`config.mk`:
```
export PLATFORM = sky130hd
export DESIGN_NAME = operand_forward
export DESIGN_NICKNAME = d
export VERILOG_FILES = /design/src/hw/pipe_pkg.sv /design/src/hw/operand_forward.sv
export VERILOG_INCLUDE_DIRS = /design/src /design/src/include
export SDC_FILE = /design/constraint.sdc
export NUM_CORES = 1
export LEC_CHECK = 0
export BUFFER_PORTS_ARGS = -buffer_cell sky130_fd_sc_hd__buf_2
export CAP_MARGIN = 30
export CELL_PAD_IN_SITES_DETAIL_PLACEMENT = 0
export CELL_PAD_IN_SITES_GLOBAL_PLACEMENT = 2
export CORE_MARGIN = 2
export CORE_UTILIZATION = 14
export DETAILED_ROUTE_END_ITERATION = 8
export GPL_ROUTABILITY_DRIVEN = 0
export PLACE_DENSITY = 0.87
export SETUP_SLACK_MARGIN = 0.1
export SLEW_MARGIN = 20
export SYNTH_ARGS = -nofsm -noshare
export SYNTH_HDL_FRONTEND = slang
export SYNTH_SLANG_ARGS = --single-unit
```
`constraint.sdc`:
```
create_clock -name vclk -period 1.9
set_clock_uncertainty 0.05 [all_clocks]
set_input_delay 0.38 -clock vclk [all_inputs]
set_output_delay 0.38 -clock vclk [all_outputs]
set_load 0.005 [all_outputs]
```
`src/include/core_settings.svh`:
```
`ifndef CORE_SETTINGS_SVH
`define CORE_SETTINGS_SVH

// Data path and address width.
`define CORE_XLEN 32

// Register file size and the width of a register address.
`define CORE_REG_COUNT 32
`define CORE_REG_AW 5

// First fetch address and the word that an empty stage holds.
`define CORE_RESET_PC 32'h0000_0000
`define CORE_NOP_WORD 32'h0000_0000

`endif

```
`src/hw/pipe_pkg.sv`:
```
package pipe_pkg;

    // ALU operation carried from decode to execute.
    typedef enum logic [2:0] {
        ALU_ADD = 3'd0,
        ALU_SUB = 3'd1,
        ALU_AND = 3'd2,
        ALU_OR  = 3'd3,
        ALU_SLT = 3'd4,
        ALU_LUI = 3'd5
    } alu_op_e;

    // Data bus access done in the memory stage.
    // A load takes its register value from the bus instead of the ALU.
    typedef enum logic [1:0] {
        MEM_NONE  = 2'd0,
        MEM_LOAD  = 2'd1,
        MEM_STORE = 2'd2
    } mem_op_e;

endpackage

```
`src/hw/operand_forward.sv`:
```
`timescale 1ns/1ps
`include "core_settings.svh"

module operand_forward (
    input  logic [`CORE_REG_AW-1:0] addr_i,
    input  logic [`CORE_XLEN-1:0]   regs_val_i,
    input  logic [`CORE_REG_AW-1:0] ex_addr_i,
    input  logic                    ex_we_i,
    input  pipe_pkg::mem_op_e       ex_mem_op_i,
    input  logic [`CORE_XLEN-1:0]   ex_val_i,
    input  logic [`CORE_REG_AW-1:0] mm_addr_i,
    input  logic                    mm_we_i,
    input  logic [`CORE_XLEN-1:0]   mm_val_i,
    input  logic [`CORE_REG_AW-1:0] wb_addr_i,
    input  logic                    wb_we_i,
    input  logic [`CORE_XLEN-1:0]   wb_val_i,
    output logic [`CORE_XLEN-1:0]   val_o
);

    // The youngest writer wins. A load still in EX has no data yet.
    always_comb begin
        if (addr_i == '0) begin
            val_o = regs_val_i;
        end else if (ex_we_i && ex_addr_i == addr_i && ex_mem_op_i != pipe_pkg::MEM_LOAD) begin
            val_o = ex_val_i;
        end else if (mm_we_i && mm_addr_i == addr_i) begin
            val_o = mm_val_i;
        end else if (wb_we_i && wb_addr_i == addr_i) begin
            val_o = wb_val_i;
        end else begin
            val_o = regs_val_i;
        end
    end

endmodule

```
==> metrics.csv <==
metric,value,unit
Synth warnings,0,
FF+latch area,0,µm²
final-report hold violation count,0,
metal3 WL,538,µm
Yosys top cell area share,16.65,%
fin area,3341,µm²
Post-DRT Antenna Nets,0,
Synth-to-Final Area Change,98.51,%
CP max stage cell,nor4_4,
status,"finished, violations left",
crit path launch,wb_addr_i[3],
Final Critical Period,2.379,ns
Peak supply drop,0.00009926,V
GRT Total Usage,12.82,%
dpl cells,577,
first-pass GRT wire length,14010,µm
Worst path depth,9,
placed inst area,2932,µm²
post-synthesis cell type count,23,
die width,113.6,µm
final count of pins violating max slew,0,
Worst setup SP type,primary input,
top sig layer,met4,
initial antenna violation count,0,
flip-flop and latch count,0,
family with the most delay on the worst path,buffers and inverters,
violated checks,negative setup slack,
Synth Instances,256,
WP buf/inv,5,
post-DR wirelength/cell,15.85,µm
"top cells by area, synth","a311oi_1 (17%), o31ai_1 (14%), a21boi_1 (12%)",
part of the Yosys area used for sequential elements,0,%
routed length on met2,4692,µm
wire length on met1,4059,µm
total global routing overflow,0,
Power Density,199.1,nW/µm²
layout cells sized above 1,58.05,%
Mean Syn Cell Area,6.574,µm²
vias in the first global route,2975,
vias,2905,
I/O Buffers,185,
Finished Layout Cells,588,
Worst EP required,1.47,ns
crit end category,output port,
crit path cell chain,buf_8 > xor2_4 > nor4_4 > buf_4 > buf_12 > clkbuf_16 > a311oi_2 > o31ai_1 > buf_2,
fin worst setup slack,-0.4787,ns
post-synth net total,409,
Max Cap Viol,0,
DR pass1 iterations,4,
hold crit path type,primary input to output port,
unrepaired setup endpoints after global routing,true,
Site Rows,40,
maximum clock frequency,420.4,MHz
Total Wirelength,9318,µm
final period utilization,125.2,%
DRC viols,0,
I/O pin cnt,185,
fin nets,596,
Hold Path Cell Cnt,4,
Leak Pwr,1.582,nW
Hold Path Origin,ex_val_i[15],
Initial Util,14.19,%
post-synth top area cell,a311oi_1,
largest net degree at the start of global routing,35,
top-count cell post-synth,nor2_1,
Least-Margin Pin Slew,0.2828,ns
Max transition margin,80.99,%
Die Y-Extent,113.6,µm
vias per std cell,4.940,
DRT iter0 DRCs,147,
HPWL Detailed,6792,µm
mapped cell area,1683,µm²
quantity of hold-fixing buffers added after cts,0,
dpl ws,-0.5341,ns
most frequent cells after synthesis,"nor2_1 (35), a311oi_1 (32), a31oi_1 (32), and3_1 (32), o31ai_1 (32)",
Final setup viols,32,
hold_ws,1.004,ns
CP peak stage delay,0.29,ns
die area,12910,µm²
critical path peak fanout,8,
core footprint,11860,µm²
critical path arrival,1.95,ns
clock buffers,0,
n_diodes,0,
Setup CP Type,primary input to output port,
## stage by stage
| stage | TNS (ns) | power [mW] | util, % |
|---|---|---|---|
| after floorplan | -6.027 | 0.2470 | - |
| after global placement | -13.50 | 0.5571 | 24.72 |
| after detailed placement | -14.25 | 0.5611 | 24.72 |
| after CTS | -12.07 | 0.6109 | 26.28 |
| after global routing | -15.46 | 0.7186 | 28.16 |
| final | -13.22 | 0.6651 | 28.16 |
## path summary, 6_finish.rpt
kind | slack [ns] | endpoint
worst min-delay path | 1.00 | val_o[15]
worst max-delay path | -0.48 | val_o[28]
## logic make-up (layout without fill, tap and decap cells)
logic type	after synthesis	count (layout)	synth area share, %
buf+inv	35	220	10.93
compound gates	129	129	57.40
xor+xnor	15	15	7.806
simple gates	77	77	23.87
## layout make-up
class              count  area (µm²)
fillers             1298        8521
multi-input cells    221        1693
repair buffers       220        1464
well taps            147       183.9
## placed cells by master (no fill, tap or decap), drive strengths merged, types with 2 or more instances in the layout
| cell | synthesis | layout |
|---|---|---|
| nand2 | 2 | 2 |
| xor2 | 4 | 4 |
| buf | 11 | 216 |
| a21boi | 32 | 32 |
| nor2 | 35 | 35 |
| a311oi | 32 | 32 |
| a31oi | 32 | 32 |
| and3 | 32 | 32 |
| xnor2 | 11 | 11 |
| clkbuf | 24 | 4 |
| o31ai | 32 | 32 |
| nand4 | 2 | 2 |
## routing by layer
layer | vias up | track usage, %
met5 | - | 0
met4 | 0 | 1.220
met3 | 4 | 1.594
met2 | 110 | 24.59
met1 | 1388 | 15.77
li1 | 1403 | -
## report_power, final
group | leakage (nW) | switching [mW] | total (mW) | internal [mW]
clock network | 0 | 0 | 0 | 0
registers | 0 | 0 | 0 | 0
logic | 1.58 | 0.303 | 0.665 | 0.362
## tightest hold or removal path: cells and delay by family
| family | cells | cell delay [ns] |
|---|---|---|
| buffers and inverters | 2 | 0.19 |
| AO/OA/AOI/OAI | 2 | 0.11 |
## what timing repair did
action / 4_1_cts / 5_1_grt
resized for setup: 22 / 27
setup endpoints to repair: 32 / 32
gates cloned: 2 / 4
pin swaps: 7 / 14
buffers inserted: 4 / 1
No activity file was read; power rests on OpenSTA's default activity.
