[src/include/core_settings.svh]
`ifndef CORE_SETTINGS_SVH
`define CORE_SETTINGS_SVH

// Data path and address width.
`define CORE_XLEN 32

// Register file size and the width of a register address.
`define CORE_REG_COUNT 32
`define CORE_REG_AW 5

// First fetch address and the word that an empty stage holds.
`define CORE_RESET_PC 32'h0000_0000
`define CORE_NOP_WORD 32'h0000_0000

`endif

[src/hw/reg_file.sv]
`timescale 1ns/1ps
`include "core_settings.svh"

module reg_file (
    input  logic                    clk,
    input  logic                    rst_n,
    input  logic                    we_i,
    input  logic [`CORE_REG_AW-1:0] waddr_i,
    input  logic [`CORE_XLEN-1:0]   wdata_i,
    input  logic [`CORE_REG_AW-1:0] raddr1_i,
    input  logic [`CORE_REG_AW-1:0] raddr2_i,
    output logic [`CORE_XLEN-1:0]   rdata1_o,
    output logic [`CORE_XLEN-1:0]   rdata2_o
);

    logic [`CORE_XLEN-1:0] regs [`CORE_REG_COUNT];

    always_ff @(posedge clk or negedge rst_n) begin
        if (!rst_n) begin
            for (int i = 0; i < `CORE_REG_COUNT; i++) begin
                regs[i] <= '0;
            end
        end else if (we_i && (waddr_i != '0)) begin
            regs[waddr_i] <= wdata_i;
        end
    end

    // Register 0 reads as zero whatever the array holds.
    assign rdata1_o = (raddr1_i == '0) ? '0 : regs[raddr1_i];
    assign rdata2_o = (raddr2_i == '0) ? '0 : regs[raddr2_i];

endmodule

[config.mk]
export PLATFORM = sky130hd
export DESIGN_NAME = reg_file
export DESIGN_NICKNAME = d
export VERILOG_FILES = /design/src/hw/reg_file.sv
export VERILOG_INCLUDE_DIRS = /design/src /design/src/include
export SDC_FILE = /design/constraint.sdc
export NUM_CORES = 2
export LEC_CHECK = 0
export BUFFER_PORTS_ARGS = -buffer_cell sky130_fd_sc_hd__buf_2
export CAP_MARGIN = 10
export CORE_AREA = 3 3 306 308
export DETAILED_ROUTE_END_ITERATION = 12
export DIE_AREA = 0 0 309 311
export GPL_ROUTABILITY_DRIVEN = 0
export GPL_TIMING_DRIVEN = 0
export PLACE_DENSITY = 0.76
export SETUP_SLACK_MARGIN = 0.1
export SLEW_MARGIN = 20
export SYNTH_ARGS = -nofsm -noshare
export SYNTH_HDL_FRONTEND = slang
export SYNTH_SLANG_ARGS = --single-unit
[constraint.sdc]
create_clock -name clk -period 1.7 [get_ports clk]
set_input_delay 0 -clock clk [delete_from_list [all_inputs] [get_ports clk]]
set_output_delay 0 -clock clk [all_outputs]
set_load 0.005 [all_outputs]
==> summary.txt <==
Logic synthesis
  • Top FF cell, synth: dfrtp_1
  • Syn avg cell area: 15.0 um^2
  • Main combinational cell family by area after synthesis: multiplexers
  • Mux contribution to synthesized area: 42.8%
  • Synth Register Bits: 1024
  • Synth cell types: 35
  • Async S/R FF share, synth: 100%
  • Synth Cell Area: 54400 um^2
  • Post-synthesis sequential area ratio: 47.1%
  • Synth Warn #: 0
  • Post-synth EDFFs: 0
  • Syn Inst Count: 3621
  • Synth Area in Adders: 0%
  • Xor and xnor area share after synthesis: 0%
  • Net Count, Synth: 3671
  • Compound-Gate Fraction of Synth Area: 4.84%
  • Post-Synth Simple-Gate Area: 1.61%

Pwr
  • Switching power: 21600 uW
  • Comb pwr share: 22.5%
  • Sw Ratio: 28.9%
  • Worst VDD drop: 0.000947 V
  • PwrDens: 1180 nW/um^2
  • Leak: 0.0270 uW
  • Int Power: 53200 uW
  • Total power: 74900 uW
  • Flop pwr share: 43.5%
  • Clock power share: 34.0%

Clocking
  • Cts hold-fix bufs: 34
  • Cts bufs inserted: 109
  • Clock-pin slew on the worst setup and hold paths: 0.06 ns
  • Max clock buf depth: 3
  • Clock sink count: 1024
  • CTS tree: built
  • Clk_lat worst skew: 0.70 ns
  • CTS root buf: clkbuf_16
  • H-tree depth: 3

GRT
  • Vias in the first global route: 38600
  • Total grt overflow: 0
  • Initial antenna violation count: 8
  • Largest net degree at the start of global routing: 141
  • Gr usage total: 39.7%
  • First-pass GRT wire length: 273000 um

Layout
  • Commonest non-fill, non-tap cells in the layout: 1024 x dfrtp_1, 1023 x mux2_2, 448 x mux4_2, 257 x buf_2, 183 x clkbuf_1
  • Nets: 3941
  • Most common cell after layout, fill and taps aside: dfrtp_1
  • Reg with most FFs: regs
  • Fraction of layout cells with a size suffix above 1: 58.9%
  • Cell area after layout: 63300 um^2
  • Largest register FFs: 1024
  • Biggest regs: regs: 1024 flops
  • Area Overhead vs Synth: 16.4%
  • Core Util, Final: 69.3%

STA
  • Crit path time final: 2.61 ns
  • Transition time of the tightest slew-check pin: 1.21 ns
  • Fmax: 0.384 GHz
  • Slew Viols, Final: 0
  • Final period util: 153%
  • Final Hold Viols: 305
  • RSZ-0062 raised after global routing: yes
  • Rel. slew slack: 19.5%
  • Hold slack: -0.820 ns
  • Final setup skew: 0 ns
  • TNS Setup: -46.87 ns
  • Worst Setup Slack, final: -0.906 ns
  • # setup viols final: 64

Placement
  • Post-DP HPWL: 133000 um
  • IO Port Bufs: 103
  • Placed cell area: 56600 um^2

Drt
  • Antenna viol nets, final: 0
  • Vias: 38400
  • Pre-antenna DRT Iters: 9
  • Via density: 7.43
  • Routed WL: 190000 um
  • Detailed Route Iter0 Violations: 5382
  • # DRC: 0
  • Wire length per cell: 36.8 um

Setup path
  • Worst setup path endpoint: rdata2_o[15]
  • Crit. End Element: primary output
  • Reg2reg setup slack: 0.39 ns
  • Crit Path Category: in -> out
  • CP arrival: 2.61 ns
  • CP Launch Type: input port
  • Path depth of the worst reg2reg path: 2
  • Worst Setup SP: raddr2_i[3]
  • Critical path peak fanout: 10
  • CP required: 1.70 ns
  • Reg-to-Reg Start: regs[576]
  • R2r endpoint: regs[576]

Floorplan
  • Initial Util: 59.5%
  • Core box area: 91400 um^2
  • Chip height: 311 um
  • Rows: 111
  • Top Ports: 114
  • Die area: 96100 um^2
  • Die width: 309 um

Flow run
  • Max-Cap Viols: 0

Hold path
  • Min-Delay Path Class: in -> async

Status
  • Status: finished with violations
  • Failing checks: negative hold slack, negative setup slack
logic make-up after synthesis:
kind of cell,after synthesis
AOI/OAI and AO/OA,366
buffers and inverters,434
muxes,1632
and+or+nand+nor,165
DFF,1024
how the worst min path moves through the flow:
| stage | slack, ns | from | cells after the start | to |
|---|---|---|---|---|
| global placement | 0.34 | wdata_i[26] | 2 | regs[26] |
| detailed placement | -0.05 | rst_n | 1 | regs[922] |
| finish | -0.82 | rst_n | 1 | regs[955] |
| global route | -0.75 | rst_n | 1 | regs[922] |
| CTS | -0.78 | rst_n | 1 | regs[922] |
| floorplan | -0.30 | rst_n | 0 | regs[0] |
routing by layer:
| layer | global-route usage, % | routed length, um | vias up | part of all wire (%) |
|---|---|---|---|---|
| met3 | 18.2 | 29200 | 643 | 15 |
| met2 | 55.1 | 82000 | 2915 | 43 |
| met5 | 0 | 13 | - | 0.0068 |
| li1 | - | - | 14600 | - |
| met4 | 18.9 | 9920 | 2 | 5.2 |
| met1 | 53.3 | 69400 | 20300 | 36 |
Yosys cell counts (3+ instances only):
cell type	number	area, um^2
nand2b_1	5	31.3
a221oi_1	46	403
a22oi_1	64	480
o21ai_1	9	45.0
buf_1	3	11.3
o21ai_0	101	505
mux2_2	1046	11800
nand4b_1	3	26.3
mux2i_1	128	1280
nor2b_1	71	444
mux2_1	10	113
o2111ai_1	18	158
a211oi_1	64	480
buf_4	34	255
a311oi_1	64	561
or3_1	3	18.8
mux4_2	448	10100
nand2_1	49	184
nor2_1	19	71.3
buf_2	170	851
nor3_1	3	15.0
clkbuf_1	223	837
dfrtp_1	1024	25600
what timing repair did:
| item | in CTS | in global routing |
|---|---|---|
| cloned | 0 | 2 |
| pin swaps | 104 | 49 |
| buffers inserted | 5 | 8 |
| resized for setup | 428 | 150 |
| endpoints found under the setup margin | 130 | 426 |
| endpoints found under the hold margin | 360 | 305 |
stage by stage:
stage / instances / setup WS, ns
2_1_floorplan: 3621 / 0.282
3_3_place_gp: 4910 / -21.81
3_5_place_dp: 4918 / -1.91
4_1_cts: 5154 / -0.779
5_1_grt: 5168 / -0.874
6_report: 5171 / -0.906
worst max-delay path: stages:
cell      delay (ns)
buf_2           0.19
clkbuf_2        0.39
nor2b_1         0.21
clkbuf_2        0.36
clkbuf_4        0.39
a22oi_1         0.26
a311oi_4        0.56
buf_2           0.21
layout make-up:
| type | count | area [um^2] |
|---|---|---|
| well taps | 1186 | 1480 |
| fillers | 6022 | 28100 |
| clock buffers | 152 | 3170 |
| multi-input cells | 2163 | 29000 |
| inverters | 2 | 7.51 |
| plain buffers | 431 | 2120 |
| repair buffers | 160 | 1240 |
| flip-flops and latches | 1024 | 25600 |
| clock inverters | 46 | 612 |
| diodes | 7 | 17.5 |
power groups by stage:
stage | Combinational, uW | Clock [uW] | Sequential (uW)
2_1_floorplan | 10700 | 0 | 31500
3_3_place_gp | 14200 | 0 | 32400
3_5_place_dp | 14700 | 0 | 32700
4_1_cts | 15900 | 25300 | 32300
5_1_grt | 17600 | 26400 | 33000
6_report | 16900 | 25400 | 32600
No activity file was read; power rests on OpenSTA's default activity.
