`config.mk`:
```
export PLATFORM = sky130hd
export DESIGN_NAME = execute_stage
export DESIGN_NICKNAME = d
export VERILOG_FILES = /design/src/hw/pipe_pkg.sv /design/src/hw/execute_stage.sv
export VERILOG_INCLUDE_DIRS = /design/src /design/src/include
export SDC_FILE = /design/constraint.sdc
export NUM_CORES = 1
export LEC_CHECK = 0
export ABC_AREA = 1
export BUFFER_PORTS_ARGS = -buffer_cell sky130_fd_sc_hd__buf_2
export CORE_AREA = 2 2 116 118
export DETAILED_ROUTE_END_ITERATION = 8
export DIE_AREA = 0 0 118 120
export PLACE_DENSITY = 0.76
export SLEW_MARGIN = 10
export SYNTH_ARGS = -nofsm -noshare
export SYNTH_HDL_FRONTEND = slang
export SYNTH_SLANG_ARGS = --single-unit
export TNS_END_PERCENT = 10
```
`constraint.sdc`:
```
create_clock -name vclk -period 2.6
set_input_delay 0.13 -clock vclk [all_inputs]
set_output_delay 0.13 -clock vclk [all_outputs]
set_load 0.1 [all_outputs]
```
`src/include/core_settings.svh`:
```
`ifndef CORE_SETTINGS_SVH
`define CORE_SETTINGS_SVH

// Data path and address width.
`define CORE_XLEN 32

// Register file size and the width of a register address.
`define CORE_REG_COUNT 32
`define CORE_REG_AW 5

// First fetch address and the word that an empty stage holds.
`define CORE_RESET_PC 32'h0000_0000
`define CORE_NOP_WORD 32'h0000_0000

`endif

```
`src/hw/pipe_pkg.sv`:
```
package pipe_pkg;

    // ALU operation carried from decode to execute.
    typedef enum logic [2:0] {
        ALU_ADD = 3'd0,
        ALU_SUB = 3'd1,
        ALU_AND = 3'd2,
        ALU_OR  = 3'd3,
        ALU_SLT = 3'd4,
        ALU_LUI = 3'd5
    } alu_op_e;

    // Data bus access done in the memory stage.
    // A load takes its register value from the bus instead of the ALU.
    typedef enum logic [1:0] {
        MEM_NONE  = 2'd0,
        MEM_LOAD  = 2'd1,
        MEM_STORE = 2'd2
    } mem_op_e;

endpackage

```
`src/hw/execute_stage.sv`:
```
`timescale 1ns/1ps
`include "core_settings.svh"

module execute_stage (
    input  pipe_pkg::alu_op_e     alu_op_i,
    input  logic [`CORE_XLEN-1:0] a_i,
    input  logic [`CORE_XLEN-1:0] b_i,
    input  logic [`CORE_XLEN-1:0] imm_i,
    input  logic                  use_imm_i,
    output logic [`CORE_XLEN-1:0] result_o
);

    logic [`CORE_XLEN-1:0] op_b;
    logic                  less;

    assign op_b = use_imm_i ? imm_i : b_i;
    assign less = $signed(a_i) < $signed(op_b);

    // All arithmetic wraps. Loads and stores come through as ALU_ADD,
    // so the result is their bus address.
    always_comb begin
        case (alu_op_i)
            pipe_pkg::ALU_ADD: begin
                result_o = a_i + op_b;
            end
            pipe_pkg::ALU_SUB: begin
                result_o = a_i - op_b;
            end
            pipe_pkg::ALU_AND: begin
                result_o = a_i & op_b;
            end
            pipe_pkg::ALU_OR: begin
                result_o = a_i | op_b;
            end
            pipe_pkg::ALU_SLT: begin
                result_o = {{(`CORE_XLEN-1){1'b0}}, less};
            end
            pipe_pkg::ALU_LUI: begin
                result_o = {op_b[`CORE_XLEN/2-1:0], {(`CORE_XLEN/2){1'b0}}};
            end
            default: begin
                result_o = a_i + op_b;
            end
        endcase
    end

endmodule

```
==> impl_metrics.tcl, run 1 <==
set metrics [dict create \
    critPathKind "in -> out" \
    grt.total_usage_pct 39.71 \
    use_met2_pct 63.19 \
    seq_area_um2 0 \
    portBuffers 132 \
    synth_nets 1571 \
    coreArea_um2 12980 \
    multi_input_area_um2 6207 \
    grt_util_met1_pct 54.62 \
    synth-compound-area-share_pct 13.90 \
    first_iter_violations 1215 \
    slew_violations 0 \
    p_leak_nw 6.155 \
    min_period_ps 2695 \
    synthToLayoutAreaGrowth_pct 48.63 \
    cp-start-kind "input port" \
    dpl.hpwl_um 25130 \
    wl_um 33330 \
    via_per_inst 5.570 \
    crit_arrival_ps 2560 \
    setup_ws_ps -94.60 \
    fin_setup_tns_ps -172.7 \
    syn_area_per_cell_um2 5.089 \
    die_area_um2 14160 \
    grt_pass1_wl_um 44370 \
    ys_seq_area_share_pct 0 \
    die_h_um 120 \
    pwr_density_cell_nw_per_um2 379.9 \
    violations "negative setup slack" \
    finalCritPeriodShare_pct 103.6 \
    n_clock_buffer 0 \
    synth.cell_area_um2 6932 \
    yosys-mux-area-fraction_pct 0 \
    top_usage_layer "met2" \
    fin_hold_ws_ps 866.7 \
    cp_max_fo 10 \
    antenna_found_initial 0 \
    dieWidth_um 118 \
    start_util_pct 53.40 \
    rsz0062_at_grt "yes" \
    hold_viol_final 0 \
    peakVddDrop_v 0.0002965 \
    detail-route-antenna-nets 0 \
    io_pins 132 \
    n_sequential_cell 0 \
    drt_drc_violations_left 0 \
    tightest_slew_ps 588.9 \
    setup_viol 3 \
    fin_nets 1855 \
    gp_congestion 1.099 \
    worst_ep_required_time_ps 2470 \
    max-slew-margin-rel_pct 60.70 \
    end_kind "primary output" \
    synth-adder-area-share_pct 19.89 \
    gr-total-overflow 0 \
    grt_max_degree 44 \
    clock.fmax_ghz 0.3711 \
    synth.distinct_cells 41 \
    drtPass1Iterations 6 \
    wl_per_cell_um 18.32 \
    synth_top_family_by_area "simple AND/OR/NAND/NOR gates" \
    synth_xor_area_share_pct 1.264 \
    grt_use_met3_pct 7.700 \
    nFillCells 976 \
    yosys_warnings 0 \
    num_vias 10138 \
    synth_cells 1362 \
    hold_class "in -> out" \
    grt_pass1_vias 8797 \
    rows 42 \
    outcome "complete, but fails checks" \
    n_antenna_cell 0 \
    max-cap-violations 0 \
    drive_gt1_share_pct 31.08 \
    synthSimpleGateAreaFrac_pct 44.12 \
]
through the flow:
step                utilization [%]  instances  cell area, um2  setup slack, ps  power, W
floorplan                         -       1362            7025           -631.5  0.002092
global placement              73.16       1811            9497           -165.9  0.003460
detailed placement            73.16       1811            9497           -227.5  0.003501
CTS                           73.95       1811            9599           -16.05  0.003547
global route                  79.37       1820           10300           -140.4  0.004093
finish                        79.37       1820           10300           -94.60  0.003914
power by group:
part	leakage, nW	switching (W)	internal [W]
combinational	6.16	0.00246	0.00146
clock	0	0	0
sequential	0	0	0
total	6.16	0.00246	0.00146
cells in the final DEF, fill, tap and decap left out, types with 3 or more instances in the layout:
master / n
clkbuf_16: 3
nor3_1: 3
nor3_2: 5
xor2_1: 10
buf_12: 37
a21oi_1: 56
o21ai_1: 12
buf_2: 99
nand4_1: 12
nand2_1: 408
ha_1: 77
ha_4: 20
nand3_1: 83
a21oi_2: 14
o21ai_4: 3
nor2_2: 29
nor2_4: 11
ha_2: 10
nand2_2: 36
buf_4: 171
inv_1: 314
nand3_2: 29
buf_6: 3
o21bai_1: 7
inv_2: 13
nor2_1: 84
o2111ai_1: 3
o22ai_1: 16
o21ai_0: 35
o21ai_2: 15
cell usage after synthesis, drive strengths merged, types with 3 or more instances:
cell	count	area [um2]
xor2	10	87.58
o2111ai	3	26.28
o21bai	8	60.06
nor2	124	523.0
nand4	12	75.07
nand3b	3	38.79
ha	107	1339
o22ai	16	100.1
inv	327	1227
nand2	445	1715
buf	28	197.7
nor3	9	71.32
clkbuf	4	15.01
nand3	114	615.6
a21oi	70	365.4
o21ai	65	325.3
kinds of logic after synthesis:
| kind of cell | Yosys count |
|---|---|
| xor gates and xnor gates | 10 |
| and+or+nand+nor | 710 |
| buffers and inverters | 360 |
| adders and majority gates | 109 |
| AOI/OAI and AO/OA | 173 |
metal layers:
layer  wire, um  vias to the layer above
met5          0                        -
met4       1731                        0
met3       4646                      160
met2      14300                      777
met1      12650                     4478
li1           -                     4723
final timing paths:
path,startpoint,endpoint,slack [ps],depth (start not counted)
max,use_imm_i,result_o[20],-90,15
min,alu_op_i[0],result_o[0],870,5
final cells by class:
| cell class | instances | share of cell area, % |
|---|---|---|
| inverters | 328 | 11.95 |
| multi-input cells | 1002 | 60.25 |
| repair buffers | 314 | 25.66 |
| well taps | 176 | 2.137 |
timing repair:
action                     4_1_cts  5_1_grt
setup endpoints to repair       23       25
resized for setup               34      138
gates cloned                     0        5
buffers inserted                 0        4
hold buffers                     0        0
hold endpoints to repair         0        0
pin swaps                        1       17
critical path, cell delays in order:
cell      delay, ps
buf_8           130
buf_12          150
o21ai_1         240
buf_4           210
ha_2            330
o21ai_2         200
inv_1            60
nand2_1         150
nand3b_4        190
nand3_1         110
nand2_1          70
nand2_1          60
nand3_1         130
nand3_1         160
buf_12          210
No activity file was read; power rests on OpenSTA's default activity.
==> run 2, diff against run 1 <==
Settings changed: RECOVER_POWER set to 50.
==> impl_metrics.tcl, run 2 (same netlist as run 1, synthesis figures left out) <==
set metrics [dict create \
    outcome "complete, but fails checks" \
    violations "negative setup slack" \
    wl_per_cell_um 18.30 \
    synthToLayoutAreaGrowth_pct 48.34 \
    end_kind "primary output" \
    dieWidth_um 118 \
    grt_pass1_wl_um 44370 \
    antenna_found_initial 0 \
    mostFrequentLayoutCell "nand2_1" \
    max-slew-margin-rel_pct 61.10 \
    max-cap-violations 0 \
    finalCritPeriodShare_pct 103.0 \
    seq_area_um2 0 \
    first_iter_violations 1192 \
    min_period_ps 2677 \
    n_antenna_cell 0 \
    drtPass1Iterations 6 \
    gp_congestion 1.099 \
    p_leak_nw 6.149 \
    hold_viol_final 0 \
    num_vias 10200 \
    gr-total-overflow 0 \
    rows 42 \
    setup_viol 3 \
    clock.fmax_ghz 0.3735 \
    via_per_inst 5.604 \
    place_area_um2 9497 \
    drive_gt1_share_pct 31.02 \
    fin_nets 1855 \
    peakVddDrop_v 0.0002920 \
    hold_buffers 0 \
    dpl.hpwl_um 25130 \
    start_util_pct 53.40 \
    holdPathStages 5 \
    wl_um 33310 \
    coreArea_um2 12980 \
    nFillCells 980 \
    cp-start-kind "input port" \
    finalPower_w 0.003900 \
    hold_class "in -> out" \
    grt_pass1_vias 8797 \
    tightest_slew_ps 582.9 \
    slew_violations 0 \
    critPathKind "in -> out" \
    die_area_um2 14160 \
    fin_area_um2 10280 \
    crit_arrival_ps 2550 \
    grt_max_degree 44 \
    setup_ws_ps -77.12 \
    grt.total_usage_pct 39.71 \
    die_h_um 120 \
    worst_ep_required_time_ps 2470 \
    mostFrequentLayoutCells "nand2_1, inv_1, buf_4" \
    io_pins 132 \
    drt_drc_violations_left 0 \
    detail-route-antenna-nets 0 \
    rsz0062_at_grt "yes" \
    pwr_density_cell_nw_per_um2 379.2 \
    n_clock_buffer 0 \
    portBuffers 132 \
    cp_max_fo 11 \
    n_sequential_cell 0 \
]
[run 2: changes by cell type in the layout (fill, tap and decap cells not counted)]
cell / change
buf_4: -1
o31ai_1: +1
clkbuf_2: +1
buf_12: -1
clkbuf_4: +1
o31ai_2: -1
[run 2: final timing paths]
path / start / to / slack [ps]
setup / recovery: use_imm_i / result_o[28] / -80
hold / removal: alu_op_i[0] / result_o[0] / 870
[run 2: through the flow]
stage	worst slack [ps]	setup TNS [ps]	utilization, %	std cells	hold WS [ps]
6_report	-77.12	-154.1	79.22	1820	872.9
5_1_grt	-140.4	-1134	79.22	1820	850.9
4_1_cts	-16.05	-38.00	73.95	1811	871.4
3_5_place_dp	-227.5	-2257	73.16	1811	878.9
3_3_place_gp	-165.9	-1095	73.16	1811	869.7
2_1_floorplan	-631.5	-6387	-	1362	863.5
[run 2: what timing repair did]
action / in CTS / in global routing
buffers inserted: 0 / 4
pin swaps: 1 / 17
endpoints found under the setup margin: 23 / 25
gates cloned: 0 / 5
gates resized for setup: 34 / 138
[run 2: cell type report]
type	instances	area, um2	share of cell area (%)
Timing Repair Buffer	314	2629	25.57
Multi-Input combinational cell	1002	6202	60.32
Tap cell	176	220.2	2.142
Inverter	328	1231	11.97
[run 2: layer usage]
metal  vias up  global-route usage (%)  routed length [um]
li1       4724                       -                   -
met4         0                   10.77                1751
met5         -                       0                   0
met1      4522                   54.62               12680
met3       161                   7.700                4674
met2       793                   63.19               14200
[run 2: critical path, stage by stage]
cell       delay (ps)
buf_8             130
clkbuf_16         180
o21ai_2           230
buf_4             150
ha_1              130
inv_1              50
o21ai_0           400
a21oi_1           190
buf_4             180
nor2_1            140
nor2_1             80
nand3_1            90
nand2_1            60
nand3_1            90
nand3_2           110
buf_12            190
[run 2: power by group]
part	leakage (nW)	internal [W]	switching (W)
clock	0	0	0
combinational	6.15	0.00145	0.00245
sequential	0	0	0
total	6.15	0.00145	0.00245
==> run 3, diff against run 2 <==
Clock period 2.6 ns to 3.3 ns, I/O delays scaled along.
==> impl_metrics.tcl, run 3 (same netlist as run 1, synthesis figures left out) <==
set metrics [dict create \
    outcome "complete, no violations" \
    dieWidth_um 118 \
    seq_area_um2 0 \
    switchingPower_w 0.001713 \
    detail-route-antenna-nets 0 \
    tightest_slew_ps 1171 \
    fin_cells 1674 \
    peakVddDrop_v 0.0002111 \
    min_period_ps 3136 \
    multi_input_area_um2 5518 \
    grt_max_degree 42 \
    cp_max_fo 41 \
    via_per_inst 5.329 \
    power_frac_seq_pct 0 \
    critPathKind "in -> out" \
    fin_nets 1709 \
    fin_hold_ws_ps 961.1 \
    wl_um 27420 \
    gp_congestion 1.028 \
    die_area_um2 14160 \
    nFillCells 1361 \
    drtPass1Iterations 8 \
    pwr_density_cell_nw_per_um2 296.7 \
    setup_viol 0 \
    grt.total_usage_pct 38.28 \
    drt_drc_violations_left 0 \
    grt_pass1_vias 8346 \
    worst_ep_required_time_ps 3130 \
    max_stage_delay_ps 540 \
    grt_util_met1_pct 51.22 \
    portBuffers 132 \
    cp-endpoint "result_o[0]" \
    rows 42 \
    grt_pass1_wl_um 42820 \
    hold_viol_final 0 \
    io_pins 132 \
    n_clock_buffer 0 \
    clkPwrFrac_pct 0 \
    coreArea_um2 12980 \
    hold_start "a_i[31]" \
    drive_gt1_share_pct 15.75 \
    p_leak_nw 5.225 \
    slowest_stage "o21ai_0" \
    cp_common_cell "nand2_1" \
    end_kind "primary output" \
    mostFrequentLayoutCells "nand2_1, inv_1, nor2_1" \
    p_sw_share_pct 69.89 \
    n_antenna_cell 0 \
    cts_resized 0 \
    crit_arrival_ps 2970 \
    mostFrequentLayoutCell "nand2_1" \
    cts_setup_buffers 0 \
    setup_ws_ps 163.7 \
    cp-startpoint "use_imm_i" \
    rsz0062_at_grt "yes" \
    grt_use_met3_pct 11.69 \
    first_iter_violations 791 \
    gr-total-overflow 0 \
    dpl.hpwl_um 23850 \
    num_vias 8920 \
    cp-start-kind "input port" \
    path_cells "buf_2 > buf_12 > buf_4 > o21ai_0 > ha_1 > o21bai_1 > a21oi_1 > nand2_1 > a21oi_1 > nand2_1 > nand2_1 > nand3_1 > nand3_1 > buf_12" \
    p_comb_share_pct 100.0 \
    synthToLayoutAreaGrowth_pct 19.19 \
    use_met2_pct 59.30 \
    start_util_pct 53.40 \
    max-slew-margin-rel_pct 22.28 \
    antenna_found_initial 0 \
    dp_slack_ps 132.8 \
    dp_cells 1674 \
    slew_violations 0 \
    intPower_w 0.0007379 \
    max-cap-violations 0 \
    finalCritPeriodShare_pct 95.04 \
    clock.fmax_ghz 0.3189 \
    hold_buffers 0 \
    hold_class "in -> out" \
    wl_per_cell_um 16.38 \
    top_usage_layer "met2" \
    die_h_um 120 \
    n_sequential_cell 0 \
]
[run 3: cell count changes in the layout (fill, tap and decap cells not counted), sizes merged]
cell    change
buf       -149
clkbuf      +3
[run 3: power groups by stage]
| stage | clock network, W | registers (W) | logic [W] |
|---|---|---|---|
| after floorplan | 0 | 0 | 0.00163 |
| after global placement | 0 | 0 | 0.00243 |
| after detailed placement | 0 | 0 | 0.00245 |
| after CTS | 0 | 0 | 0.00246 |
| after global routing | 0 | 0 | 0.00262 |
| final | 0 | 0 | 0.00245 |
[run 3: worst max-delay path, delay by kind of cell]
kind | cells | cell delay [ps]
AO/OA/AOI/OAI | 4 | 1110
adder cells (fa/ha/maj) | 1 | 470
buffers and inverters | 4 | 720
AND/OR/NAND/NOR | 5 | 470
[run 3: metrics by stage]
step / TNS (ps) / util, % / total power, W / area, um2
floorplan: -1171 / - / 0.001626 / 6937
global placement: 0 / 64.24 / 0.002435 / 8338
detailed placement: 0 / 64.24 / 0.002451 / 8338
CTS: 0 / 64.24 / 0.002459 / 8338
global route: -3.742 / 63.65 / 0.002617 / 8262
finish: 0 / 63.65 / 0.002451 / 8262
[run 3: layout make-up]
cell class	count	area share, %
inverters	328	14.90
multi-input cells	1002	66.79
well taps	176	2.665
repair buffers	168	15.64
[run 3: how the worst min path moves through the flow]
stage	depth (start not counted)	endpoint	slack [ps]
floorplan	4	result_o[2]	1010
global placement	5	result_o[31]	940
detailed placement	5	result_o[31]	950
CTS	5	result_o[31]	960
global route	5	result_o[0]	990
finish	5	result_o[31]	960
[run 3: layer usage]
metal / share of wire [%] / routed length [um] / up-vias
met5: 0 / 0 / -
met4: 3.2 / 867 / 0
met3: 14 / 3704 / 58
met2: 41 / 11240 / 485
met1: 42 / 11600 / 3960
li1: - / - / 4417
