$ cat config.mk
export PLATFORM = sky130hd
export DESIGN_NAME = decode_stage
export DESIGN_NICKNAME = d
export VERILOG_FILES = /design/src/hw/isa_pkg.sv /design/src/hw/pipe_pkg.sv /design/src/hw/decode_stage.sv
export VERILOG_INCLUDE_DIRS = /design/src /design/src/include
export SDC_FILE = /design/constraint.sdc
export NUM_CORES = 1
export LEC_CHECK = 0
export CAP_MARGIN = 0
export CELL_PAD_IN_SITES_DETAIL_PLACEMENT = 0
export CELL_PAD_IN_SITES_GLOBAL_PLACEMENT = 2
export CORE_MARGIN = 2
export CORE_UTILIZATION = 26
export DETAILED_ROUTE_END_ITERATION = 8
export DONT_BUFFER_PORTS = 1
export GPL_ROUTABILITY_DRIVEN = 1
export PLACE_DENSITY_LB_ADDON = 0.05
export RECOVER_POWER = 100
export SLEW_MARGIN = 20
export SYNTH_ARGS = -nofsm -noshare
export SYNTH_HDL_FRONTEND = slang
export SYNTH_SLANG_ARGS = --single-unit
export TNS_END_PERCENT = 10
$ cat constraint.sdc
create_clock -name vclk -period 1.17
set_clock_uncertainty 0.2 [all_clocks]
set_input_delay 0.0585 -clock vclk [all_inputs]
set_output_delay 0.0585 -clock vclk [all_outputs]
set_load 0.05 [all_outputs]
$ cat src/include/core_settings.svh
`ifndef CORE_SETTINGS_SVH
`define CORE_SETTINGS_SVH

// Data path and address width.
`define CORE_XLEN 32

// Register file size and the width of a register address.
`define CORE_REG_COUNT 32
`define CORE_REG_AW 5

// First fetch address and the word that an empty stage holds.
`define CORE_RESET_PC 32'h0000_0000
`define CORE_NOP_WORD 32'h0000_0000

`endif

$ cat src/hw/isa_pkg.sv
package isa_pkg;

    // Primary opcodes of the supported subset.
    typedef enum logic [5:0] {
        OP_SPECIAL = 6'h00,
        OP_ADDIU   = 6'h09,
        OP_ORI     = 6'h0d,
        OP_LUI     = 6'h0f,
        OP_LW      = 6'h23,
        OP_SW      = 6'h2b
    } opcode_e;

    // Function codes under OP_SPECIAL.
    typedef enum logic [5:0] {
        FN_ADDU = 6'h21,
        FN_SUBU = 6'h23,
        FN_AND  = 6'h24,
        FN_OR   = 6'h25,
        FN_SLT  = 6'h2a
    } funct_e;

    typedef struct packed {
        opcode_e     opcode;
        logic [4:0]  rs;
        logic [4:0]  rt;
        logic [4:0]  rd;
        logic [4:0]  shamt;
        funct_e      funct;
    } instr_r_t;

    typedef struct packed {
        opcode_e     opcode;
        logic [4:0]  rs;
        logic [4:0]  rt;
        logic [15:0] imm;
    } instr_i_t;

    // One instruction word seen either as R-format or as I-format.
    typedef union packed {
        instr_r_t r;
        instr_i_t i;
    } instr_u;

endpackage

$ cat src/hw/pipe_pkg.sv
package pipe_pkg;

    // ALU operation carried from decode to execute.
    typedef enum logic [2:0] {
        ALU_ADD = 3'd0,
        ALU_SUB = 3'd1,
        ALU_AND = 3'd2,
        ALU_OR  = 3'd3,
        ALU_SLT = 3'd4,
        ALU_LUI = 3'd5
    } alu_op_e;

    // Data bus access done in the memory stage.
    // A load takes its register value from the bus instead of the ALU.
    typedef enum logic [1:0] {
        MEM_NONE  = 2'd0,
        MEM_LOAD  = 2'd1,
        MEM_STORE = 2'd2
    } mem_op_e;

endpackage

$ cat src/hw/decode_stage.sv
`timescale 1ns/1ps
`include "core_settings.svh"

module decode_stage (
    input  isa_pkg::instr_u         inst_i,
    output logic [`CORE_REG_AW-1:0] rs_o,
    output logic [`CORE_REG_AW-1:0] rt_o,
    output logic [`CORE_REG_AW-1:0] dest_o,
    output logic [`CORE_XLEN-1:0]   imm_o,
    output logic                    use_imm_o,
    output pipe_pkg::alu_op_e       alu_op_o,
    output pipe_pkg::mem_op_e       mem_op_o,
    output logic                    reg_we_o
);

    logic [`CORE_XLEN-1:0] imm_sext;
    logic [`CORE_XLEN-1:0] imm_zext;
    logic                  we;

    assign rs_o     = inst_i.i.rs;
    assign rt_o     = inst_i.i.rt;
    assign imm_sext = {{(`CORE_XLEN-16){inst_i.i.imm[15]}}, inst_i.i.imm};
    assign imm_zext = {{(`CORE_XLEN-16){1'b0}}, inst_i.i.imm};

    always_comb begin
        dest_o    = inst_i.i.rt;
        imm_o     = imm_sext;
        use_imm_o = 1'b1;
        alu_op_o  = pipe_pkg::ALU_ADD;
        mem_op_o  = pipe_pkg::MEM_NONE;
        we        = 1'b0;
        case (inst_i.r.opcode)
            isa_pkg::OP_SPECIAL: begin
                dest_o    = inst_i.r.rd;
                use_imm_o = 1'b0;
                we        = 1'b1;
                case (inst_i.r.funct)
                    isa_pkg::FN_ADDU: alu_op_o = pipe_pkg::ALU_ADD;
                    isa_pkg::FN_SUBU: alu_op_o = pipe_pkg::ALU_SUB;
                    isa_pkg::FN_AND:  alu_op_o = pipe_pkg::ALU_AND;
                    isa_pkg::FN_OR:   alu_op_o = pipe_pkg::ALU_OR;
                    isa_pkg::FN_SLT:  alu_op_o = pipe_pkg::ALU_SLT;
                    // Unknown function codes, the all-zero word among them.
                    default:          we = 1'b0;
                endcase
            end
            isa_pkg::OP_ADDIU: we = 1'b1;
            isa_pkg::OP_ORI: begin
                imm_o    = imm_zext;
                alu_op_o = pipe_pkg::ALU_OR;
                we       = 1'b1;
            end
            isa_pkg::OP_LUI: begin
                imm_o    = imm_zext;
                alu_op_o = pipe_pkg::ALU_LUI;
                we       = 1'b1;
            end
            isa_pkg::OP_LW: begin
                mem_op_o = pipe_pkg::MEM_LOAD;
                we       = 1'b1;
            end
            isa_pkg::OP_SW: mem_op_o = pipe_pkg::MEM_STORE;
            default: we = 1'b0;
        endcase
    end

    // Writes to register 0 are dropped here, so no later stage forwards them.
    assign reg_we_o = we && (dest_o != '0);

endmodule

==> impl_metrics.ini, run 1 <==
[synthesis]
ys_seq_area_share_pct = 0
synth_compound_area_share_pct = 9.15
synth-simple-area-share_pct = 26.8
yosys.cell_types.count = 27
postSynthNetCount = 108
synth-xor-area-share_pct = 1.49
synth.largest_area_cell = sky130_fd_sc_hd__buf_4
yosysWarningCount = 0
largest_family_of_logic_cells_by_synthesized_area = buffers and inverters
synth_top_cell_area_share_pct = 52.3
synth.cell_area_um2 = 588
synthCells = 76
synth.avg_cell_area_um2 = 7.74
post_synth_main_area_contributors = sky130_fd_sc_hd__buf_4 52%, sky130_fd_sc_hd__mux2_2 9.6%, sky130_fd_sc_hd__nor4_4 3.6%
post_synthesis_mux_area_share_pct = 9.57
adder_cell_share_of_the_synthesized_area_pct = 0

[placement]
place.port_buffers = 0
finalWeightedCongestion = 0.660
worst_setup_slack_after_placement_ns = -0.209
dp.final_hpwl_mm = 1.24

[cells_and_area]
fin_nets = 112
utilization_pct = 38.0
count_of_sequential_standard_cells = 0
num_antenna_cells = 0
final-seq-area_um2 = 0
n_fill_cell = 232
clkbuf_count = 0
area_growth_syn_to_layout_pct = 40.2
drive_gt1_share_pct = 41.0

[grt]
grt.overflow.total = 0
grt_pass1_wl_mm = 2.16
first_global_vias = 499
pin_count_of_the_biggest_net_entering_global_routing = 7
grtUsageTotal_pct = 10.2
antenna_violations_before_repair = 0

[power]
power.sequential.fraction_pct = 0
power.share.switching_pct = 74.3
total_power_mw = 0.523
internal_power_mw = 0.135
comb_power_share_pct = 100.0
max-vdd-ir-drop_uv = 371
power.switching_mw = 0.389
power-per-cell-area_nw_per_um2 = 635
power.leakage_nw = 0.314
power_frac_clock_pct = 0

[timing]
worst_slew_margin_rel_pct = 65.0
post-route-worst-setup-slack_ns = -0.203
finalCriticalPeriod_ns = 1.37
transition_time_at_the_pin_with_the_least_slew_margin_ns = 0.529
timing.fmax_mhz = 729
maxSlewViolCount = 0
grt_setup_unrepaired = yes
setup-violations-final = 9
endpoints_failing_hold = 0
fin_hold_ws_ns = 0.117
final.period_utilization_pct = 117

[die]
floorplan.initialDensity_pct = 27.1
fp-row-count = 17
die-height_um = 51.6
die-width_um = 51.6
floorplan.core_area_um2 = 2170
area_of_the_die_um2 = 2660
num_io_pins = 86

[critical_path]
cp_slowest_cell = sky130_fd_sc_hd__or3_1
path_cells = nor4_4 -> nand4b_2 -> or3_1 -> o21ai_2 -> buf_12
crit_buf_inv = 1
critical_path_peak_fanout = 6
ws_path_type = in2out
critical-path-max-stage-delay_ns = 0.34
timing.critical_path.from_type = input pin
critical_path.startpoint = inst_i[29]
critPathCaptureType = primary output
timing.critical_path.max_delay_family = simple AND/OR/NAND/NOR gates
cp.required_ns = 0.91
timing.critical_path.arrival_ns = 1.11

[routing]
drt_iter0_markers = 5
route.detailed.wl_per_inst_um = 14.1
drt_first_pass_iters = 4
route.detailed.vias_per_inst = 4.71
drt_wl_total_mm = 1.49
routed-via-count = 499
detail-route-antenna-nets = 0
drt_drc_violations_left = 0

[min_path]
worst_min_path_start = inst_i[27]
type_of_the_tightest_min_delay_check = in2out

[run_status]
violations = negative setup slack
status = finished, violations left

[flow_run]
max_cap_viol_count = 0
==> logic make-up (layout without fill, tap and decap cells) <==
group	Yosys count	after routing
compound gates	8	8
xor+xnor	1	1
buf+inv	42	44
mux	5	5
simple gates	20	20
==> placed cells by master, fill, tap and decap left out, types with 2 or more instances in the layout <==
master,Yosys,final
sky130_fd_sc_hd__nor2b_1,2,2
sky130_fd_sc_hd__dlygate4sd3_1,0,3
sky130_fd_sc_hd__nand2b_1,3,3
sky130_fd_sc_hd__clkdlybuf4s25_1,0,23
sky130_fd_sc_hd__buf_12,0,7
sky130_fd_sc_hd__mux2_2,5,5
sky130_fd_sc_hd__nand2_1,2,2
sky130_fd_sc_hd__buf_4,41,8
sky130_fd_sc_hd__o21ai_2,1,3
==> Yosys cell counts <==
library cell / instances
sky130_fd_sc_hd__nand2_2: 1
sky130_fd_sc_hd__nand2_1: 2
sky130_fd_sc_hd__buf_4: 41
sky130_fd_sc_hd__nor4b_1: 1
sky130_fd_sc_hd__and2_1: 1
sky130_fd_sc_hd__nand2b_1: 3
sky130_fd_sc_hd__or4_1: 2
sky130_fd_sc_hd__or2b_1: 1
sky130_fd_sc_hd__o21ai_1: 1
sky130_fd_sc_hd__o211ai_1: 1
sky130_fd_sc_hd__o32ai_1: 1
sky130_fd_sc_hd__nor2b_1: 2
sky130_fd_sc_hd__xor2_1: 1
sky130_fd_sc_hd__inv_1: 1
sky130_fd_sc_hd__o21ai_2: 1
sky130_fd_sc_hd__a21oi_1: 1
sky130_fd_sc_hd__or3_1: 1
sky130_fd_sc_hd__mux2_2: 5
sky130_fd_sc_hd__nor4_4: 1
sky130_fd_sc_hd__nor4bb_1: 1
sky130_fd_sc_hd__nor2_1: 1
sky130_fd_sc_hd__o21ai_0: 1
sky130_fd_sc_hd__o31ai_1: 1
sky130_fd_sc_hd__nand4b_1: 1
sky130_fd_sc_hd__o22ai_1: 1
sky130_fd_sc_hd__nand4b_2: 1
sky130_fd_sc_hd__and4_2: 1
==> routing by layer <==
| metal | vias up | share of wire [%] | GRT usage (%) |
|---|---|---|---|
| met1 | 228 | 36 | 11.6 |
| li1 | 226 | - | - |
| met4 | 0 | 0 | 0 |
| met3 | 0 | 13 | 1.72 |
| met2 | 45 | 52 | 20.7 |
| met5 | - | 0 | 0 |
==> path summary, 6_finish.rpt <==
check             depth (start not counted)          end  slack (ns)
setup / recovery                          5  alu_op_o[1]       -0.20
hold / removal                            2  alu_op_o[1]        0.12
==> final cells by class <==
| class | instances | area (µm²) | area share, % |
|---|---|---|---|
| Timing Repair Buffer | 43 | 475 | 57.7 |
| Inverter | 1 | 3.75 | 0.455 |
| Multi-Input combinational cell | 34 | 310 | 37.6 |
| Tap cell | 28 | 35.0 | 4.25 |
==> power by group through the flow <==
stage / registers (mW) / logic, mW / clock network [mW]
3_3_place_gp: 0 / 0.286 / 0
4_1_cts: 0 / 0.530 / 0
2_1_floorplan: 0 / 0.501 / 0
6_report: 0 / 0.523 / 0
5_1_grt: 0 / 0.539 / 0
3_5_place_dp: 0 / 0.286 / 0
==> repair_timing <==
item                                    CTS  global route
hold endpoints to repair                 26             0
pin swaps                                 1             3
hold buffers                             26             0
cloned                                    0             0
resized for setup                         0            24
endpoints found under the setup margin    9            42
buffers inserted                          0             0
==> stage by stage <==
step | cell area [µm²] | TNS [ns] | cells
final | 825 | -1.30 | 106
after CTS | 833 | -1.37 | 106
after global placement | 573 | -1.09 | 80
after floorplan | 617 | -5.85 | 76
after global routing | 825 | -1.64 | 106
after detailed placement | 573 | -1.34 | 80
Note: power is estimated with default switching activity, not from simulation.
==> inputs of run 2 (changes only) <==
--- a/config.mk
+++ b/config.mk
@@ -7,13 +7,14 @@
 export NUM_CORES = 1
 export LEC_CHECK = 0
 export CAP_MARGIN = 0
-export CELL_PAD_IN_SITES_DETAIL_PLACEMENT = 0
+export CELL_PAD_IN_SITES_DETAIL_PLACEMENT = 2
 export CELL_PAD_IN_SITES_GLOBAL_PLACEMENT = 2
 export CORE_MARGIN = 2
 export CORE_UTILIZATION = 26
 export DETAILED_ROUTE_END_ITERATION = 8
 export DONT_BUFFER_PORTS = 1
 export GPL_ROUTABILITY_DRIVEN = 1
+export GPL_TIMING_DRIVEN = 0
 export PLACE_DENSITY_LB_ADDON = 0.05
 export RECOVER_POWER = 100
 export SLEW_MARGIN = 20
==> run 2 against run 1 <==
  * The flow finishes with violations (negative hold slack, negative setup slack)
  * Critical path type unchanged
  * Final cell count is 3.8% higher
  * Worst setup slack worse by 0.016 ns
  * Sequential cell count stayed put
  * Largest power group unchanged
  * Cell area is 14% lower
  * First-iteration DRC count is 80% lower
  * Global-route usage is 2.7 points higher
  * Combinational power is 2% lower
  * Utilization is 5.1 points lower
  * Count of clock-buffer cells in the layout stayed put
  * Highest routed layer unchanged
  * Non-clock buffer count is 2 higher
==> impl_metrics.ini, run 2 (synthesis results as in run 1) <==
[run_status]
status = finished, violations left
violations = negative hold slack, negative setup slack

[routing]
drt_drc_violations_left = 0
drt_wl_total_mm = 1.90
drt_first_pass_iters = 2
route.detailed.vias_per_inst = 4.86
route.detailed.wl_per_inst_um = 17.3
detail-route-antenna-nets = 0
routed-via-count = 535
drt_iter0_markers = 1

[critical_path]
critPathCaptureType = primary output
critical-path-max-stage-delay_ns = 0.42
ws_path_type = in2out
timing.critical_path.arrival_ns = 1.13
path_cells = nor4_4 -> buf_4 -> nand2_8 -> mux2_4
cp_slowest_cell = sky130_fd_sc_hd__mux2_4
critical_path_peak_fanout = 6
cp.required_ns = 0.91
timing.critical_path.from_type = input pin

[timing]
grt_setup_unrepaired = yes
post-route-worst-setup-slack_ns = -0.219
worst_slew_margin_rel_pct = 50.8
fin_hold_ws_ns = -0.0132
final.period_utilization_pct = 119
endpoints_failing_hold = 1
timing.fmax_mhz = 720
maxSlewViolCount = 0
setup-violations-final = 13
transition_time_at_the_pin_with_the_least_slew_margin_ns = 0.735
finalCriticalPeriod_ns = 1.39

[cells_and_area]
num_antenna_cells = 0
clkbuf_count = 0
finish.cell_count_without_fillers = 110
count_of_sequential_standard_cells = 0
most-common-layout-cells = 26 x sky130_fd_sc_hd__clkbuf_1, 13 x sky130_fd_sc_hd__buf_4, 5 x sky130_fd_sc_hd__mux2_4, 5 x sky130_fd_sc_hd__buf_6
area_growth_syn_to_layout_pct = 21.3
drive_gt1_share_pct = 46.3
final_common_cell = sky130_fd_sc_hd__clkbuf_1
final_cell_area_um2 = 713
fin_nets = 116
final-seq-area_um2 = 0

[placement]
placedCellCount = 104
place.port_buffers = 0
finalWeightedCongestion = 0.627
dp.final_hpwl_mm = 1.42
placedInstanceArea_um2 = 652
worst_setup_slack_after_placement_ns = -0.524

[grt]
antenna_violations_before_repair = 0
grt_pass1_wl_mm = 2.68
pin_count_of_the_biggest_net_entering_global_routing = 8
grt.overflow.total = 0
grtUsageTotal_pct = 12.9
first_global_vias = 539

[power]
power.leakage_nw = 0.284
max-vdd-ir-drop_uv = 323
total_power_mw = 0.515
power-per-cell-area_nw_per_um2 = 722

[min_path]
whs_path_depth = 1
type_of_the_tightest_min_delay_check = in2out
worst_hold_path.endpoint = mem_op_o[0]
worst_min_path_start = inst_i[28]

[die]
fp-row-count = 17
floorplan.initialDensity_pct = 27.1
floorplan.core_area_um2 = 2170
num_io_pins = 86
area_of_the_die_um2 = 2660
die-width_um = 51.6
die-height_um = 51.6

[flow_run]
max_cap_viol_count = 0
run 2: changes by cell type in the layout (fill, tap and decap cells not counted), sizes merged:
cell | previous run | this run
clkbuf | 1 | 26
buf | 16 | 19
dlygate4sd3 | 3 | 0
and2 | 1 | 3
clkdlybuf4s25 | 23 | 0
run 2: how the worst max path moves through the flow:
stage / from / to / slack [ns] / depth (start not counted)
3_3_place_gp: inst_i[26] / imm_o[29] / -0.50 / 4
5_1_grt: inst_i[29] / alu_op_o[1] / -0.26 / 4
2_1_floorplan: inst_i[26] / mem_op_o[0] / -0.27 / 2
4_1_cts: inst_i[31] / alu_op_o[1] / -0.25 / 4
6_report: inst_i[29] / dest_o[1] / -0.22 / 4
3_5_place_dp: inst_i[26] / imm_o[20] / -0.52 / 4
run 2: layer usage:
metal  GRT usage (%)  part of all wire (%)
met1            14.2                    34
met2            26.3                    54
met3            2.59                    12
met4               0                     0
met5               0                     0
run 2: stage by stage:
stage / util, % / setup TNS [ns] / hold slack [ns]
floorplan: - / -5.85 / 0.0212
global placement: 30.0 / -10.67 / 0.0240
detailed placement: 30.0 / -10.95 / 0.0243
CTS: 36.9 / -1.94 / -0.0137
global route: 32.9 / -2.41 / -0.0129
finish: 32.9 / -1.75 / -0.0132
run 2: cell type report:
class                           instances  area, µm²
Buffer                                 41        233
Timing Repair Buffer                    4       33.8
Inverter                                1       3.75
Multi-Input combinational cell         36        408
Fill cell                             265       1460
Tap cell                               28       35.0
run 2: worst max-delay path, delay by kind of cell:
| family | cells | cell delay, ns |
|---|---|---|
| and+or+nand+nor | 2 | 0.44 |
| buffers and inverters | 1 | 0.20 |
| muxes | 1 | 0.42 |
run 2: report_power, final:
part	total [mW]	leakage, nW	switching (mW)	internal (mW)
clock	0	0	0	0
combinational	0.515	0.284	0.402	0.113
sequential	0	0	0	0
run 2: timing repair:
item	4_1_cts	5_1_grt
setup endpoints to repair	26	21
pin swaps	6	4
gates cloned	2	0
hold endpoints to repair	1	1
buffers inserted	4	0
gates resized for setup	22	2
